--- src/design/cpu_settings.svh ---
`ifndef CPU_SETTINGS_SVH
`define CPU_SETTINGS_SVH

// First opcode fetch after reset
`define CPU_RESET_PC    16'h0200

// Supported opcode bytes
`define CPU_OP_LDA_IMM  8'hA9
`define CPU_OP_LDX_IMM  8'hA2
`define CPU_OP_ADC_IMM  8'h69
`define CPU_OP_AND_IMM  8'h29
`define CPU_OP_ORA_IMM  8'h09
`define CPU_OP_EOR_IMM  8'h49
`define CPU_OP_LSR_A    8'h4A
`define CPU_OP_TAX      8'hAA
`define CPU_OP_TXA      8'h8A
`define CPU_OP_CLC      8'h18
`define CPU_OP_SEC      8'h38
`define CPU_OP_NOP      8'hEA
`define CPU_OP_LDA_ABS  8'hAD
`define CPU_OP_STA_ABS  8'h8D
`define CPU_OP_STX_ABS  8'h8E
`define CPU_OP_JMP_ABS  8'h4C

`endif

--- src/design/cpu_bus_pkg.sv ---
`default_nettype none

package cpu_bus_pkg;

    // One byte on the memory or internal data bus
    typedef logic [7:0] data_t;

    // Memory address
    typedef logic [15:0] addr_t;

endpackage

`default_nettype wire

--- src/design/cpu_ctrl_pkg.sv ---
`default_nettype none

package cpu_ctrl_pkg;

    // Timing states, T0 is the opcode fetch
    typedef enum logic [1:0] {
        TCU_T0, TCU_T1, TCU_T2, TCU_T3
    } tcu_e;

    // Data bus sources
    typedef enum logic [1:0] {
        DB_DL, DB_AC, DB_X, DB_ALU
    } db_src_e;

    // Next address source
    typedef enum logic [1:0] {
        ADR_PC, ADR_OP, ADR_HOLD
    } adr_src_e;

    typedef enum logic [2:0] {
        ALU_PASS, ALU_SUM, ALU_AND, ALU_EOR, ALU_OR, ALU_SR
    } alu_op_e;

endpackage

`default_nettype wire

--- src/design/cpu_timing.sv ---
`timescale 1ns/1ns
`default_nettype none
`include "cpu_settings.svh"

module cpu_timing
    import cpu_bus_pkg::*, cpu_ctrl_pkg::*;
(
    input  logic  i_clk,
    input  logic  i_rst_n,
    input  data_t i_data,
    input  tcu_e  i_tcu_next,
    output tcu_e  o_tcu,
    output data_t o_ir,
    output logic  o_sync
);

    always_ff @(posedge i_clk or negedge i_rst_n) begin
        if (!i_rst_n) begin
            o_tcu  <= TCU_T0;
            o_ir   <= `CPU_OP_NOP;
            o_sync <= 1'b1;
        end else begin
            o_tcu  <= i_tcu_next;
            // Sync marks the cycle that starts with the next fetch
            o_sync <= (i_tcu_next == TCU_T0);
            // Opcode byte is on the bus during T0
            if (o_tcu == TCU_T0) begin
                o_ir <= i_data;
            end
        end
    end

endmodule

`default_nettype wire

--- src/design/cpu_decoder.sv ---
`timescale 1ns/1ns
`default_nettype none
`include "cpu_settings.svh"

module cpu_decoder
    import cpu_bus_pkg::*, cpu_ctrl_pkg::*;
(
    input  data_t    i_ir,
    input  tcu_e     i_tcu,
    output tcu_e     o_tcu_next,
    output db_src_e  o_db_src,
    output alu_op_e  o_alu_op,
    output adr_src_e o_adr_src,
    output logic     o_pc_inc,
    output logic     o_pc_jump,
    output logic     o_ld_ac,
    output logic     o_ld_x,
    output logic     o_ld_opl,
    output logic     o_upd_nz,
    output logic     o_upd_c,
    output logic     o_set_c,
    output logic     o_clr_c,
    output logic     o_rw_next
);

    always_comb begin
        o_tcu_next = TCU_T0;
        o_db_src   = DB_DL;
        o_alu_op   = ALU_PASS;
        o_adr_src  = ADR_PC;
        o_pc_inc   = 1'b0;
        o_pc_jump  = 1'b0;
        o_ld_ac    = 1'b0;
        o_ld_x     = 1'b0;
        o_ld_opl   = 1'b0;
        o_upd_nz   = 1'b0;
        o_upd_c    = 1'b0;
        o_set_c    = 1'b0;
        o_clr_c    = 1'b0;
        o_rw_next  = 1'b1;

        if (i_tcu == TCU_T0) begin
            // IR still holds the previous opcode here
            o_tcu_next = TCU_T1;
            o_pc_inc   = 1'b1;
        end else begin
            case (i_ir)
                `CPU_OP_LDA_IMM, `CPU_OP_LDX_IMM: begin
                    o_pc_inc = 1'b1;
                    o_ld_ac  = (i_ir == `CPU_OP_LDA_IMM);
                    o_ld_x   = (i_ir == `CPU_OP_LDX_IMM);
                    o_upd_nz = 1'b1;
                end
                `CPU_OP_ADC_IMM, `CPU_OP_AND_IMM, `CPU_OP_ORA_IMM, `CPU_OP_EOR_IMM: begin
                    o_pc_inc = 1'b1;
                    o_db_src = DB_ALU;
                    o_ld_ac  = 1'b1;
                    o_upd_nz = 1'b1;
                    // Only ADC consumes and produces the carry
                    o_upd_c  = (i_ir == `CPU_OP_ADC_IMM);
                    case (i_ir)
                        `CPU_OP_ADC_IMM: o_alu_op = ALU_SUM;
                        `CPU_OP_AND_IMM: o_alu_op = ALU_AND;
                        `CPU_OP_ORA_IMM: o_alu_op = ALU_OR;
                        default:         o_alu_op = ALU_EOR;
                    endcase
                end
                `CPU_OP_LSR_A: begin
                    // Bit 0 of AC leaves through the carry
                    o_adr_src = ADR_HOLD;
                    o_db_src  = DB_ALU;
                    o_alu_op  = ALU_SR;
                    o_ld_ac   = 1'b1;
                    o_upd_nz  = 1'b1;
                    o_upd_c   = 1'b1;
                end
                `CPU_OP_TAX, `CPU_OP_TXA: begin
                    o_adr_src = ADR_HOLD;
                    o_db_src  = (i_ir == `CPU_OP_TAX) ? DB_AC : DB_X;
                    o_ld_x    = (i_ir == `CPU_OP_TAX);
                    o_ld_ac   = (i_ir == `CPU_OP_TXA);
                    o_upd_nz  = 1'b1;
                end
                `CPU_OP_CLC, `CPU_OP_SEC: begin
                    o_adr_src = ADR_HOLD;
                    o_clr_c   = (i_ir == `CPU_OP_CLC);
                    o_set_c   = (i_ir == `CPU_OP_SEC);
                end
                `CPU_OP_LDA_ABS, `CPU_OP_STA_ABS, `CPU_OP_STX_ABS: begin
                    case (i_tcu)
                        TCU_T1: begin
                            o_tcu_next = TCU_T2;
                            o_pc_inc   = 1'b1;
                            o_ld_opl   = 1'b1;
                        end
                        TCU_T2: begin
                            // High byte on the bus completes the operand address
                            o_tcu_next = TCU_T3;
                            o_pc_inc   = 1'b1;
                            o_adr_src  = ADR_OP;
                            o_rw_next  = (i_ir == `CPU_OP_LDA_ABS);
                            o_db_src   = (i_ir == `CPU_OP_STX_ABS) ? DB_X : DB_AC;
                        end
                        default: begin
                            o_ld_ac  = (i_ir == `CPU_OP_LDA_ABS);
                            o_upd_nz = (i_ir == `CPU_OP_LDA_ABS);
                        end
                    endcase
                end
                `CPU_OP_JMP_ABS: begin
                    if (i_tcu == TCU_T1) begin
                        o_tcu_next = TCU_T2;
                        o_pc_inc   = 1'b1;
                        o_ld_opl   = 1'b1;
                    end else begin
                        o_pc_jump = 1'b1;
                    end
                end
                // NOP and unknown opcodes
                default: o_adr_src = ADR_HOLD;
            endcase
        end
    end

endmodule

`default_nettype wire

--- src/design/cpu_program_counter.sv ---
`timescale 1ns/1ns
`default_nettype none
`include "cpu_settings.svh"

module cpu_program_counter
    import cpu_bus_pkg::*;
(
    input  logic  i_clk,
    input  logic  i_rst_n,
    input  logic  i_inc,
    input  logic  i_jump,
    input  data_t i_opl,
    input  data_t i_oph,
    output addr_t o_pc
);

    addr_t pc_q;
    addr_t pc_next;

    always_comb begin
        pc_next = pc_q;
        if (i_jump) begin
            pc_next = {i_oph, i_opl};
        end else if (i_inc) begin
            pc_next = pc_q + 16'd1;
        end
    end

    always_ff @(posedge i_clk or negedge i_rst_n) begin
        if (!i_rst_n) begin
            pc_q <= `CPU_RESET_PC;
        end else begin
            pc_q <= pc_next;
        end
    end

    // Updated value, so the address register can take it at the same edge
    assign o_pc = pc_next;

endmodule

`default_nettype wire

--- src/design/cpu_alu.sv ---
`timescale 1ns/1ns
`default_nettype none

module cpu_alu
    import cpu_bus_pkg::*, cpu_ctrl_pkg::*;
(
    input  data_t   i_a,
    input  data_t   i_b,
    input  alu_op_e i_op,
    input  logic    i_c,
    output data_t   o_result,
    output logic    o_c
);

    logic [8:0] sum;

    assign sum = {1'b0, i_a} + {1'b0, i_b} + {8'h00, i_c};

    always_comb begin
        o_result = i_b;
        o_c      = 1'b0;
        case (i_op)
            ALU_SUM: begin
                o_result = sum[7:0];
                o_c      = sum[8];
            end
            ALU_AND: o_result = i_a & i_b;
            ALU_EOR: o_result = i_a ^ i_b;
            ALU_OR:  o_result = i_a | i_b;
            ALU_SR: begin
                // Logical shift, zero into bit 7
                o_result = {1'b0, i_a[7:1]};
                o_c      = i_a[0];
            end
            default: o_result = i_b;
        endcase
    end

endmodule

`default_nettype wire

--- src/design/cpu_status.sv ---
`timescale 1ns/1ns
`default_nettype none

module cpu_status
    import cpu_bus_pkg::*;
(
    input  logic  i_clk,
    input  logic  i_rst_n,
    input  data_t i_value,
    input  logic  i_alu_c,
    input  logic  i_upd_nz,
    input  logic  i_upd_c,
    input  logic  i_set_c,
    input  logic  i_clr_c,
    output logic  o_c
);

    // N, Z and C in that order
    logic [2:0] flags_q;

    always_ff @(posedge i_clk or negedge i_rst_n) begin
        if (!i_rst_n) begin
            flags_q <= 3'b000;
        end else begin
            if (i_upd_nz) begin
                flags_q[2] <= i_value[7];
                flags_q[1] <= (i_value == 8'h00);
            end
            if (i_set_c) begin
                flags_q[0] <= 1'b1;
            end else if (i_clr_c) begin
                flags_q[0] <= 1'b0;
            end else if (i_upd_c) begin
                flags_q[0] <= i_alu_c;
            end
        end
    end

    assign o_c = flags_q[0];

endmodule

`default_nettype wire

--- src/design/cpu_datapath.sv ---
`timescale 1ns/1ns
`default_nettype none
`include "cpu_settings.svh"

module cpu_datapath
    import cpu_bus_pkg::*, cpu_ctrl_pkg::*;
(
    input  logic     i_clk,
    input  logic     i_rst_n,
    input  data_t    i_data,
    input  db_src_e  i_db_src,
    input  data_t    i_alu_result,
    input  adr_src_e i_adr_src,
    input  addr_t    i_pc,
    input  logic     i_ld_ac,
    input  logic     i_ld_x,
    input  logic     i_ld_opl,
    input  logic     i_rw_next,
    output data_t    o_db,
    output data_t    o_ac,
    output data_t    o_opl,
    output data_t    o_oph,
    output addr_t    o_address,
    output logic     o_rw,
    output data_t    o_data
);

    data_t ac_q;
    data_t x_q;
    data_t opl_q;
    addr_t addr_next;

    // Internal data bus
    always_comb begin
        case (i_db_src)
            DB_AC:   o_db = ac_q;
            DB_X:    o_db = x_q;
            DB_ALU:  o_db = i_alu_result;
            default: o_db = i_data;
        endcase
    end

    always_ff @(posedge i_clk or negedge i_rst_n) begin
        if (!i_rst_n) begin
            ac_q <= 8'h00;
            x_q  <= 8'h00;
        end else begin
            if (i_ld_ac) begin
                ac_q <= o_db;
            end
            if (i_ld_x) begin
                x_q <= o_db;
            end
        end
    end

    // Operand low byte, kept until the high byte arrives
    always_ff @(posedge i_clk) begin
        if (i_ld_opl) begin
            opl_q <= i_data;
        end
    end

    always_comb begin
        case (i_adr_src)
            ADR_PC:  addr_next = i_pc;
            ADR_OP:  addr_next = {i_data, opl_q};
            default: addr_next = o_address;
        endcase
    end

    // Bus outputs for the cycle that begins at this edge
    always_ff @(posedge i_clk or negedge i_rst_n) begin
        if (!i_rst_n) begin
            o_address <= `CPU_RESET_PC;
            o_rw      <= 1'b1;
            o_data    <= 8'h00;
        end else begin
            o_address <= addr_next;
            o_rw      <= i_rw_next;
            if (!i_rw_next) begin
                o_data <= o_db;
            end
        end
    end

    assign o_ac  = ac_q;
    assign o_opl = opl_q;
    // High byte is taken straight from the data latch input
    assign o_oph = i_data;

endmodule

`default_nettype wire

--- src/design/cpu_core.sv ---
`timescale 1ns/1ns
`default_nettype none

module cpu_core
    import cpu_bus_pkg::*, cpu_ctrl_pkg::*;
(
    input  logic  i_clk,
    input  logic  i_rst_n,
    output logic  o_rw,
    output addr_t o_address,
    input  data_t i_data,
    output data_t o_data,
    output logic  o_sync
);

    tcu_e     w_tcu;
    tcu_e     w_tcu_next;
    data_t    w_ir;
    db_src_e  w_db_src;
    alu_op_e  w_alu_op;
    adr_src_e w_adr_src;
    logic     w_pc_inc;
    logic     w_pc_jump;
    logic     w_ld_ac;
    logic     w_ld_x;
    logic     w_ld_opl;
    logic     w_upd_nz;
    logic     w_upd_c;
    logic     w_set_c;
    logic     w_clr_c;
    logic     w_rw_next;
    addr_t    w_pc;
    data_t    w_db;
    data_t    w_ac;
    data_t    w_opl;
    data_t    w_oph;
    data_t    w_alu_result;
    logic     w_alu_c;
    logic     w_c;

    cpu_timing u_timing (
        .i_clk      (i_clk),
        .i_rst_n    (i_rst_n),
        .i_data     (i_data),
        .i_tcu_next (w_tcu_next),
        .o_tcu      (w_tcu),
        .o_ir       (w_ir),
        .o_sync     (o_sync)
    );

    cpu_decoder u_decoder (
        .i_ir       (w_ir),
        .i_tcu      (w_tcu),
        .o_tcu_next (w_tcu_next),
        .o_db_src   (w_db_src),
        .o_alu_op   (w_alu_op),
        .o_adr_src  (w_adr_src),
        .o_pc_inc   (w_pc_inc),
        .o_pc_jump  (w_pc_jump),
        .o_ld_ac    (w_ld_ac),
        .o_ld_x     (w_ld_x),
        .o_ld_opl   (w_ld_opl),
        .o_upd_nz   (w_upd_nz),
        .o_upd_c    (w_upd_c),
        .o_set_c    (w_set_c),
        .o_clr_c    (w_clr_c),
        .o_rw_next  (w_rw_next)
    );

    cpu_program_counter u_pc (
        .i_clk   (i_clk),
        .i_rst_n (i_rst_n),
        .i_inc   (w_pc_inc),
        .i_jump  (w_pc_jump),
        .i_opl   (w_opl),
        .i_oph   (w_oph),
        .o_pc    (w_pc)
    );

    // Operand B is the byte arriving from memory
    cpu_alu u_alu (
        .i_a      (w_ac),
        .i_b      (i_data),
        .i_op     (w_alu_op),
        .i_c      (w_c),
        .o_result (w_alu_result),
        .o_c      (w_alu_c)
    );

    cpu_status u_status (
        .i_clk    (i_clk),
        .i_rst_n  (i_rst_n),
        .i_value  (w_db),
        .i_alu_c  (w_alu_c),
        .i_upd_nz (w_upd_nz),
        .i_upd_c  (w_upd_c),
        .i_set_c  (w_set_c),
        .i_clr_c  (w_clr_c),
        .o_c      (w_c)
    );

    cpu_datapath u_datapath (
        .i_clk        (i_clk),
        .i_rst_n      (i_rst_n),
        .i_data       (i_data),
        .i_db_src     (w_db_src),
        .i_alu_result (w_alu_result),
        .i_adr_src    (w_adr_src),
        .i_pc         (w_pc),
        .i_ld_ac      (w_ld_ac),
        .i_ld_x       (w_ld_x),
        .i_ld_opl     (w_ld_opl),
        .i_rw_next    (w_rw_next),
        .o_db         (w_db),
        .o_ac         (w_ac),
        .o_opl        (w_opl),
        .o_oph        (w_oph),
        .o_address    (o_address),
        .o_rw         (o_rw),
        .o_data       (o_data)
    );

endmodule

`default_nettype wire

--- config.mk ---
export PLATFORM = sky130hd
export DESIGN_NAME = cpu_core
export DESIGN_NICKNAME = d
export VERILOG_FILES = /design/src/design/cpu_bus_pkg.sv /design/src/design/cpu_ctrl_pkg.sv /design/src/design/cpu_timing.sv /design/src/design/cpu_decoder.sv /design/src/design/cpu_program_counter.sv /design/src/design/cpu_alu.sv /design/src/design/cpu_status.sv /design/src/design/cpu_datapath.sv /design/src/design/cpu_core.sv
export VERILOG_INCLUDE_DIRS = /design/src /design/src/design
export SDC_FILE = /design/constraint.sdc
export NUM_CORES = 1
export LEC_CHECK = 0
export BUFFER_PORTS_ARGS = -buffer_cell sky130_fd_sc_hd__buf_4
export CAP_MARGIN = 20
export CORE_ASPECT_RATIO = 2
export CORE_MARGIN = 2
export CORE_UTILIZATION = 30
export DETAILED_ROUTE_END_ITERATION = 8
export PLACE_DENSITY = 0.55
export SLEW_MARGIN = 20
export SYNTH_ARGS = -nofsm -noshare
export SYNTH_HDL_FRONTEND = slang
export SYNTH_HIERARCHICAL = 1
export SYNTH_SLANG_ARGS = --single-unit
--- constraint.sdc ---
create_clock -name i_clk -period 6 [get_ports i_clk]
set_input_delay 1.8 -clock i_clk [delete_from_list [all_inputs] [get_ports i_clk]]
set_output_delay 1.8 -clock i_clk [all_outputs]
set_load 0.1 [all_outputs]
### Word level (Yosys, flattened, before mapping)

Cells that the tools add are included.

| word-level totals | value |
|---|---|
| bits in registers | 77 |

| operators by class | value |
|---|---|
| bitwise gates (word level) | 3 |
| add/sub/neg operators | 3 |
| reductions and logical operators | 15 |
| mux-type cells | 47 |
| eq/ne operators | 26 |

Operator list:

| operator | count |
|---|---|
| $eq 8x8->1 const B | 7 |
| $pmux 8 s5 | 1 |
| $eq 8x7->1 const B | 4 |
| $mux 16 | 2 |
| $pmux 16 s2 | 1 |
| $pmux 8 s3 | 1 |
| $mux 1 | 23 |
| $add 16x1->16 const B | 1 |
| $eq 8x6->1 const B | 2 |
| $mux 2 | 7 |
| $pmux 2 s2 | 3 |
| $add 8x8->9 | 1 |
| $add 9x1->9 | 1 |
| $pmux 3 s3 | 1 |
| $and 8x8->8 | 1 |
| $eq 8x4->1 const B | 1 |
| $eq 8x5->1 const B | 1 |
| $or 8x8->8 | 1 |
| $reduce_or 2->1 | 4 |
| $reduce_or 4->1 | 2 |
| $xor 8x8->8 | 1 |
| $reduce_or 7->1 | 1 |
| $eq 2x1->1 const B | 3 |
| $eq 2x2->1 const B | 3 |
| other kinds (15) | 21 |

### Longest topological paths before layout

Gate-level depths: netlist of the first run.

| depth | value |
|---|---|
| depth in word-level cells | 9 |
| mapped depth | 14 |
| gate-level depth less buffers | 11 |

### Cells and area by module

Netlist of the first run, hierarchy kept.

Modules (own cells, without submodules):

| module | instances | cells an instance | area an instance (um^2) |
|---|---|---|---|
| cpu_datapath | 1 | 147 | 2,134.5 |
| cpu_alu | 1 | 141 | 957.2 |
| cpu_program_counter | 1 | 93 | 917.1 |
| cpu_decoder | 1 | 69 | 461.7 |
| cpu_timing | 1 | 21 | 387.9 |
| cpu_status | 1 | 3 | 42.5 |

### Worst setup path after synthesis of the first run

OpenSTA, ideal clock, no wires.

| timing path | value |
|---|---|
| path type | input-to-reg |
| start | in i_data[0] |
| end | reg u_datapath.ac_q[6], in the netlist u_datapath/o_ac[6] |
| stages on the path | 9 |
| data arrival time | 3.902 ns |
| library setup time | 0.125 ns |
| data required time | 5.875 ns |
| setup slack | 1.973 ns |
| cell sequence | fa_1 inv_1 fa_1 nor2b_1 o31a_1 o311ai_0 o211ai_1 mux4_2 mux2_2 |

| between the ends | value |
|---|---|
| longest elaborated chain between the ends | 4 |

RTL lines:

| element | line | source |
|---|---|---|
| start, declared | cpu_core.sv:11 | `input data_t i_data,` |
| $add 8x8->9 | cpu_alu.sv:17 | `assign sum = {1'b0, i_a} + {1'b0, i_b} + {8'h00, i_c};` |
| $add 9x1->9 | cpu_alu.sv:17 |  |
| $pmux 8 s5 | cpu_alu.sv:22 | `case (i_op)` |
| named net w_alu_result[6] | cpu_core.sv:37 | `data_t w_alu_result;` |
| $pmux 8 s3 | cpu_datapath.sv:35 | `case (i_db_src)` |
| named net w_db[6] | cpu_core.sv:33 | `data_t w_db;` |
| end signal, assigned | cpu_datapath.sv:45 | `ac_q <= 8'h00;` |
| end signal, assigned | cpu_datapath.sv:49 | `ac_q <= o_db;` |
| end, declared | cpu_datapath.sv:28 | `data_t ac_q;` |

The timed path passes the listed nets, and every way through them passes these cells.
A chain may end at the register's enable or synchronous reset.

### Final worst setup path of the first run

| timing path | value |
|---|---|
| start | in i_data[0] |
| end | reg u_datapath.x_q[6] |

| between the ends | value |
|---|---|
| longest elaborated chain between the ends | 4 |

RTL lines:

| element | line | source |
|---|---|---|
| $add 8x8->9 | cpu_alu.sv:17 |  |
| $add 9x1->9 | cpu_alu.sv:17 |  |
| $pmux 8 s5 | cpu_alu.sv:22 |  |
| named net w_alu_result[6] | cpu_core.sv:37 |  |
| $pmux 8 s3 | cpu_datapath.sv:35 |  |
| named net w_db[6] | cpu_core.sv:33 |  |
| end signal, assigned | cpu_datapath.sv:46 | `x_q <= 8'h00;` |
| end signal, assigned | cpu_datapath.sv:52 | `x_q <= o_db;` |
| end, declared | cpu_datapath.sv:29 | `data_t x_q;` |

The timed path passes the listed nets, and every way through them passes these cells.

==> run_results.csv, run 1 <==
group,metric,value,unit
status,status,"complete, no violations",
critical_path,slowest_stage,"mux4_2",
placement,dp_hpwl,7.95,mm
power_and_ir_drop,totalPowerFinal,2.48,mW
critical_path,start_kind,"primary input",
critical_path,path_cells,"buf_4 > fa_1 > inv_1 > fa_1 > nor2b_1 > o31a_1 > o311ai_0 > o211ai_1 > mux4_2 > mux2_2",
die,start_util,30.4,%
die,num_rows,66,
grt,gr-usage-all-layers,14.3,%
critical_path,reg2regPathDepth,10,
sta,timing.final.hold_violations,0,
sta,setup_viol_count_final,0,
job,cap_violations,0,
sta,rsz0062_at_grt,"no",
power_and_ir_drop,p_int,1.37,mW
critical_path,cp_common_cell,"fa_1",
die,dieWidth,94.3,um
power_and_ir_drop,p_comb_share,44.6,%
grt,overflow,0,
clocking,cts_hold_buf,0,
grt,grt_pass1_wl,19.0,mm
final_layout,insertedDiodeCount,0,
clocking,cts_made_buffers,9,
final_layout,nets,526,
critical_path,worstSetupEndpointType,"flop",
critical_path,cp.buffers_inverters,2,
sta,drv_slew,0,
synthesis,synthesis.area_per_instance,10.3,um^2
power_and_ir_drop,p_sw_share,44.8,%
critical_path,timing.rr.end,"u_datapath/x_q[7]",
drt,wl,11.5,mm
drt,top_layer_used,"met4",
final_layout,area.growth.synth_to_final,14.0,%
clocking,cts_resized,0,
sta,slew_headroom,30.2,%
sta,finClkSkew,6.46,ps
sta,post-route-period-util,66.7,%
critical_path,crit_required,6220,ps
synthesis,syn_inst,473,
critical_path,reg2reg_from,"u_timing/o_tcu[0]",
drt,met1_length,5.50,mm
power_and_ir_drop,power_density,445,nW/um^2
sta,fin_crit,4000,ps
grt,antenna_found_initial,0,
grt,grt_max_degree,70,
clocking,root_buffer,"clkbuf_16",
hold_path,hold_path_class,"reg -> reg",
critical_path,cp_num_cells,10,
power_and_ir_drop,power.share.sequential,34.6,%
final_layout,ff_latch_area,1980,um^2
power_and_ir_drop,power_switching,1.11,mW
final_layout,drive_above_1_share,26.5,%
critical_path,worstPathMaxFanout,9,
critical_path,slowest_delay,510,ps
clocking,htree_levels,3,
die,io_pins,36,
clocking,cts_num_sinks,77,
power_and_ir_drop,leakagePower,2.21,nW
synthesis,synth_nets,506,
drt,wl_per_cell,16.4,um
critical_path,r2r_slack,2330,ps
critical_path,critical_path.startpoint,"i_data[0]",
clocking,clkLatencyLatePin,340,ps
placement,gp_congestion,0.901,
clocking,post_cts_buffers,0,
clocking,clk_pin_slew,60,ps
die,dieArea,17400,um^2
drt,wl_met2,5.45,mm
final_layout,fillCellCount,1622,
die,core,16100,um^2
drt,dr.pass1.iters,5,
critical_path,criticalPathCategory,"in -> reg",
sta,fin_tns_setup,0,ps
drt,drc,0,
grt,grt_pass1_vias,3438,
placement,port_buffers,35,
critical_path,crit_family,"multiplexers",
power_and_ir_drop,peakVddDrop,266,uV
synthesis,yosysWarnings,6,
drt,route.met3.wl,432,um
critical_path,cp-endpoint,"u_datapath/x_q[6]",
critical_path,worstPathArrival,4230,ps
clocking,cts_buffer_depth,2,
synthesis,synthesis.area,4890,um^2
drt,antenna_left,0,
drt,drtIter0Drc,216,
sta,fmax,0.250,GHz
final_layout,multi_input_area,2650,um^2
drt,route.detailed.vias_per_inst,5.10,
power_and_ir_drop,pwr-share-clk,20.8,%
sta,worst_pin_slew,1040,ps
clocking,cts_tree,"yes",
die,die_h,185,um
drt,vias,3582,
[layer usage]
| metal | track usage (%) | vias up |
|---|---|---|
| li1 | - | 1739 |
| met1 | 20.2 | 1745 |
| met2 | 21.6 | 87 |
| met3 | 3.39 | 11 |
| met4 | 4.41 | 0 |
| met5 | 0 | - |
[flip-flops by register name, indices dropped and copies added (netlist names)]
register,flops
u_status/flags_q,1
u_datapath/o_opl,8
u_timing/o_tcu,2
u_datapath/o_rw,1
u_datapath/x_q,8
u_timing/o_ir,8
u_datapath/o_ac,8
u_pc/pc_q,16
u_timing/o_sync,1
u_datapath/o_data,8
u_datapath/o_address,16
[worst min path at each step]
stage,cells after the start,from,end
floorplan,1,u_datapath/x_q[0],u_datapath/x_q[0]
finish,2,u_datapath/o_address[10],u_datapath/o_address[10]
CTS,2,u_datapath/o_address[8],u_datapath/o_address[8]
global route,2,u_datapath/o_address[8],u_datapath/o_address[8]
detailed placement,2,u_datapath/o_address[8],u_datapath/o_address[8]
global placement,2,u_datapath/o_address[8],u_datapath/o_address[8]
[tightest hold or removal path: cells and delay by family (launching register included)]
kind             cells  cell delay (ps)
flip-flops           1              340
AO/OA/AOI/OAI        1               60
AND/OR/NAND/NOR      1               50
[power groups by stage]
| stage | Clock, mW | Sequential (mW) | Combinational [mW] |
|---|---|---|---|
| floorplan | 0 | 1.12 | 0.607 |
| global placement | 0 | 0.865 | 1.10 |
| detailed placement | 0 | 0.867 | 1.11 |
| CTS | 0.536 | 0.859 | 1.12 |
| global route | 0.564 | 0.883 | 1.21 |
| finish | 0.517 | 0.859 | 1.11 |
[cell usage in the layout, fill, tap and decap left out, types with 6 or more instances in the layout]
cell type	n
inv_1	26
dfrtp_1	60
mux2_2	35
o21ai_1	6
ha_1	21
edfxtp_1	8
nor3_1	6
buf_4	43
clkbuf_16	9
mux4_2	8
nand3_1	6
o21ai_0	32
nand2_1	47
xnor2_1	11
dfstp_2	9
a21oi_1	17
o22ai_1	6
xor2_1	7
mux2i_1	20
nor2_1	22
nand2b_1	8
[metrics by stage]
step	cells	setup WS, ps	hold slack (ps)	utilization (%)	area, um^2
floorplan	473	1970	475	-	4890
global placement	685	1680	471	32.9	5290
detailed placement	686	1650	475	32.9	5300
CTS	702	2010	491	34.6	5580
global route	702	1880	506	34.6	5580
finish	702	2000	485	34.6	5580
[final cells by class]
class	instances	area share (%)
Clock buffer	11	4.35
Clock inverter	5	0.628
Timing Repair Buffer	43	5.79
Tap cell	204	4.58
Multi-Input combinational cell	336	47.5
Inverter	26	1.75
Sequential cell	77	35.5
No activity file was read; power rests on OpenSTA's default activity.
==> run 2: changes to the inputs <==
clock period = 4.13 ns   (was 6 ns; I/O delays follow)
==> run_results.csv, run 2 (synthesized netlist as in run 1, its figures left out) <==
group,metric,value,unit
die,io_pins,36,
grt,grt_max_degree,70,
sta,fin_crit,3770,ps
critical_path,worstPathMaxFanout,10,
die,dieWidth,94.3,um
final_layout,ff_latch_area,1980,um^2
clocking,cts_tree,"yes",
final_layout,top_regs,"u_datapath/o_address (16), u_pc/pc_q (16)",
sta,timing.final.hold_violations,0,
job,cap_violations,0,
grt,antenna_found_initial,0,
sta,slew_headroom,35.3,%
status,status,"complete, no violations",
clocking,cts_buffer_depth,2,
final_layout,final_cell_mix,"60 x dfrtp_1, 47 x buf_4, 47 x nand2_1, 35 x mux2_2, 32 x o21ai_0",
die,start_util,30.4,%
die,dieArea,17400,um^2
sta,rsz0062_at_grt,"no",
sta,setup_ws,355,ps
final_layout,fillCellCount,1636,
sta,setup_viol_count_final,0,
clocking,post_cts_buffers,0,
sta,finClkSkew,5.29,ps
die,num_rows,66,
critical_path,path_cells,"nand2b_1 > nor4_1 > a32oi_1 > o21ai_1 > or3b_2 > o221ai_1 > nand2_1 > o211a_1 > mux4_2 > mux2_2",
placement,place_ws,338,ps
grt,overflow,0,
drt,vias,3578,
power_and_ir_drop,power_density,651,nW/um^2
drt,dr.pass1.iters,4,
placement,gp_congestion,0.907,
clocking,cts_made_buffers,9,
clocking,htree_levels,3,
die,core,16100,um^2
clocking,root_buffer,"clkbuf_16",
sta,hold_slack,484,ps
final_layout,multi_input_area,2650,um^2
final_layout,insertedDiodeCount,0,
drt,wl,11.5,mm
critical_path,worstPathArrival,4000,ps
grt,gr-usage-all-layers,14.1,%
grt,grt_pass1_vias,3476,
critical_path,criticalPathCategory,"reg -> reg",
placement,port_buffers,35,
critical_path,start_kind,"flop",
sta,post-route-period-util,91.4,%
hold_path,hold_path_class,"reg -> reg",
critical_path,worstSetupEndpointType,"flop",
power_and_ir_drop,leakagePower,2.23,nW
drt,drtIter0Drc,225,
final_layout,final_common_cell,"dfrtp_1",
critical_path,slowest_stage,"o21ai_1",
clocking,cts_hold_buf,0,
placement,dp_hpwl,8.06,mm
clocking,cts_num_sinks,77,
drt,wl_per_cell,16.3,um
final_layout,area.growth.synth_to_final,14.9,%
critical_path,crit_required,4360,ps
drt,antenna_left,0,
sta,fin_tns_setup,0,ps
sta,drv_slew,0,
power_and_ir_drop,peakVddDrop,450,uV
critical_path,slowest_delay,600,ps
sta,fmax,0.265,GHz
die,die_h,185,um
grt,grt_pass1_wl,18.7,mm
clocking,clkLatencyLatePin,340,ps
sta,worst_pin_slew,967,ps
clocking,cts_resized,0,
clocking,clk_pin_slew,60,ps
final_layout,drive_above_1_share,26.9,%
final_layout,nets,530,
drt,drc,0,
drt,route.detailed.vias_per_inst,5.07,
[run 2: cell count changes in the layout (fill, tap and decap cells not counted), sizes merged]
cell,change
buf,+4
bufinv,+1
clkbuf,-1
clkinv,-1
clkinvlp,+1
[run 2: area by class of cell]
cell class              count  share of cell area (%)
multi-input cells         336                    47.1
flip-flops and latches     77                    35.2
repair buffers             47                    6.28
well taps                 204                    4.54
clock buffers              10                    4.07
inverters                  26                    1.74
clock inverters             6                    1.11
[run 2: through the flow]
step / instances / util (%) / power (mW) / cell area [um^2]
floorplan: 473 / - / 2.51 / 4890
global placement: 690 / 33.1 / 2.88 / 5330
detailed placement: 690 / 33.1 / 2.89 / 5330
CTS: 706 / 34.9 / 3.70 / 5620
global route: 706 / 34.9 / 3.90 / 5620
finish: 706 / 34.9 / 3.66 / 5620
[run 2: metal layers]
layer  vias to the layer above  global-route usage, %  wire length [um]
met1                      1757                   19.9              5520
met5                         -                      0                 0
li1                       1744                      -                 -
met2                        65                   21.5              5440
met3                        12                   2.33               377
met4                         0                   5.22               140
[run 2: worst max-delay path: cells and delay by family (launching register included)]
family / cells / cell delay (ps)
AO/OA/AOI/OAI: 4 / 1130
flip-flops: 1 / 380
multiplexers: 2 / 770
AND/OR/NAND/NOR: 4 / 1380
[run 2: power breakdown]
group / internal, mW / total [mW] / switching [mW]
combinational: 0.574 / 1.63 / 1.05
clock: 0.467 / 0.786 / 0.319
sequential: 1.01 / 1.25 / 0.241
total: 2.05 / 3.66 / 1.61
[run 2: final timing paths]
kind,start,end,slack (ps),cells past startpoint
max,u_timing/o_ir[1],u_datapath/x_q[7],360,10
min,u_datapath/o_address[14],u_datapath/o_address[14],480,2
min reg2reg,u_datapath/o_address[14],u_datapath/o_address[14],480,2
max in group asynchronous,i_rst_n,u_pc/pc_q[15],2520,1
max reg2reg,u_timing/o_ir[1],u_datapath/x_q[7],360,10
min in group asynchronous,i_rst_n,u_datapath/o_data[3],1010,1
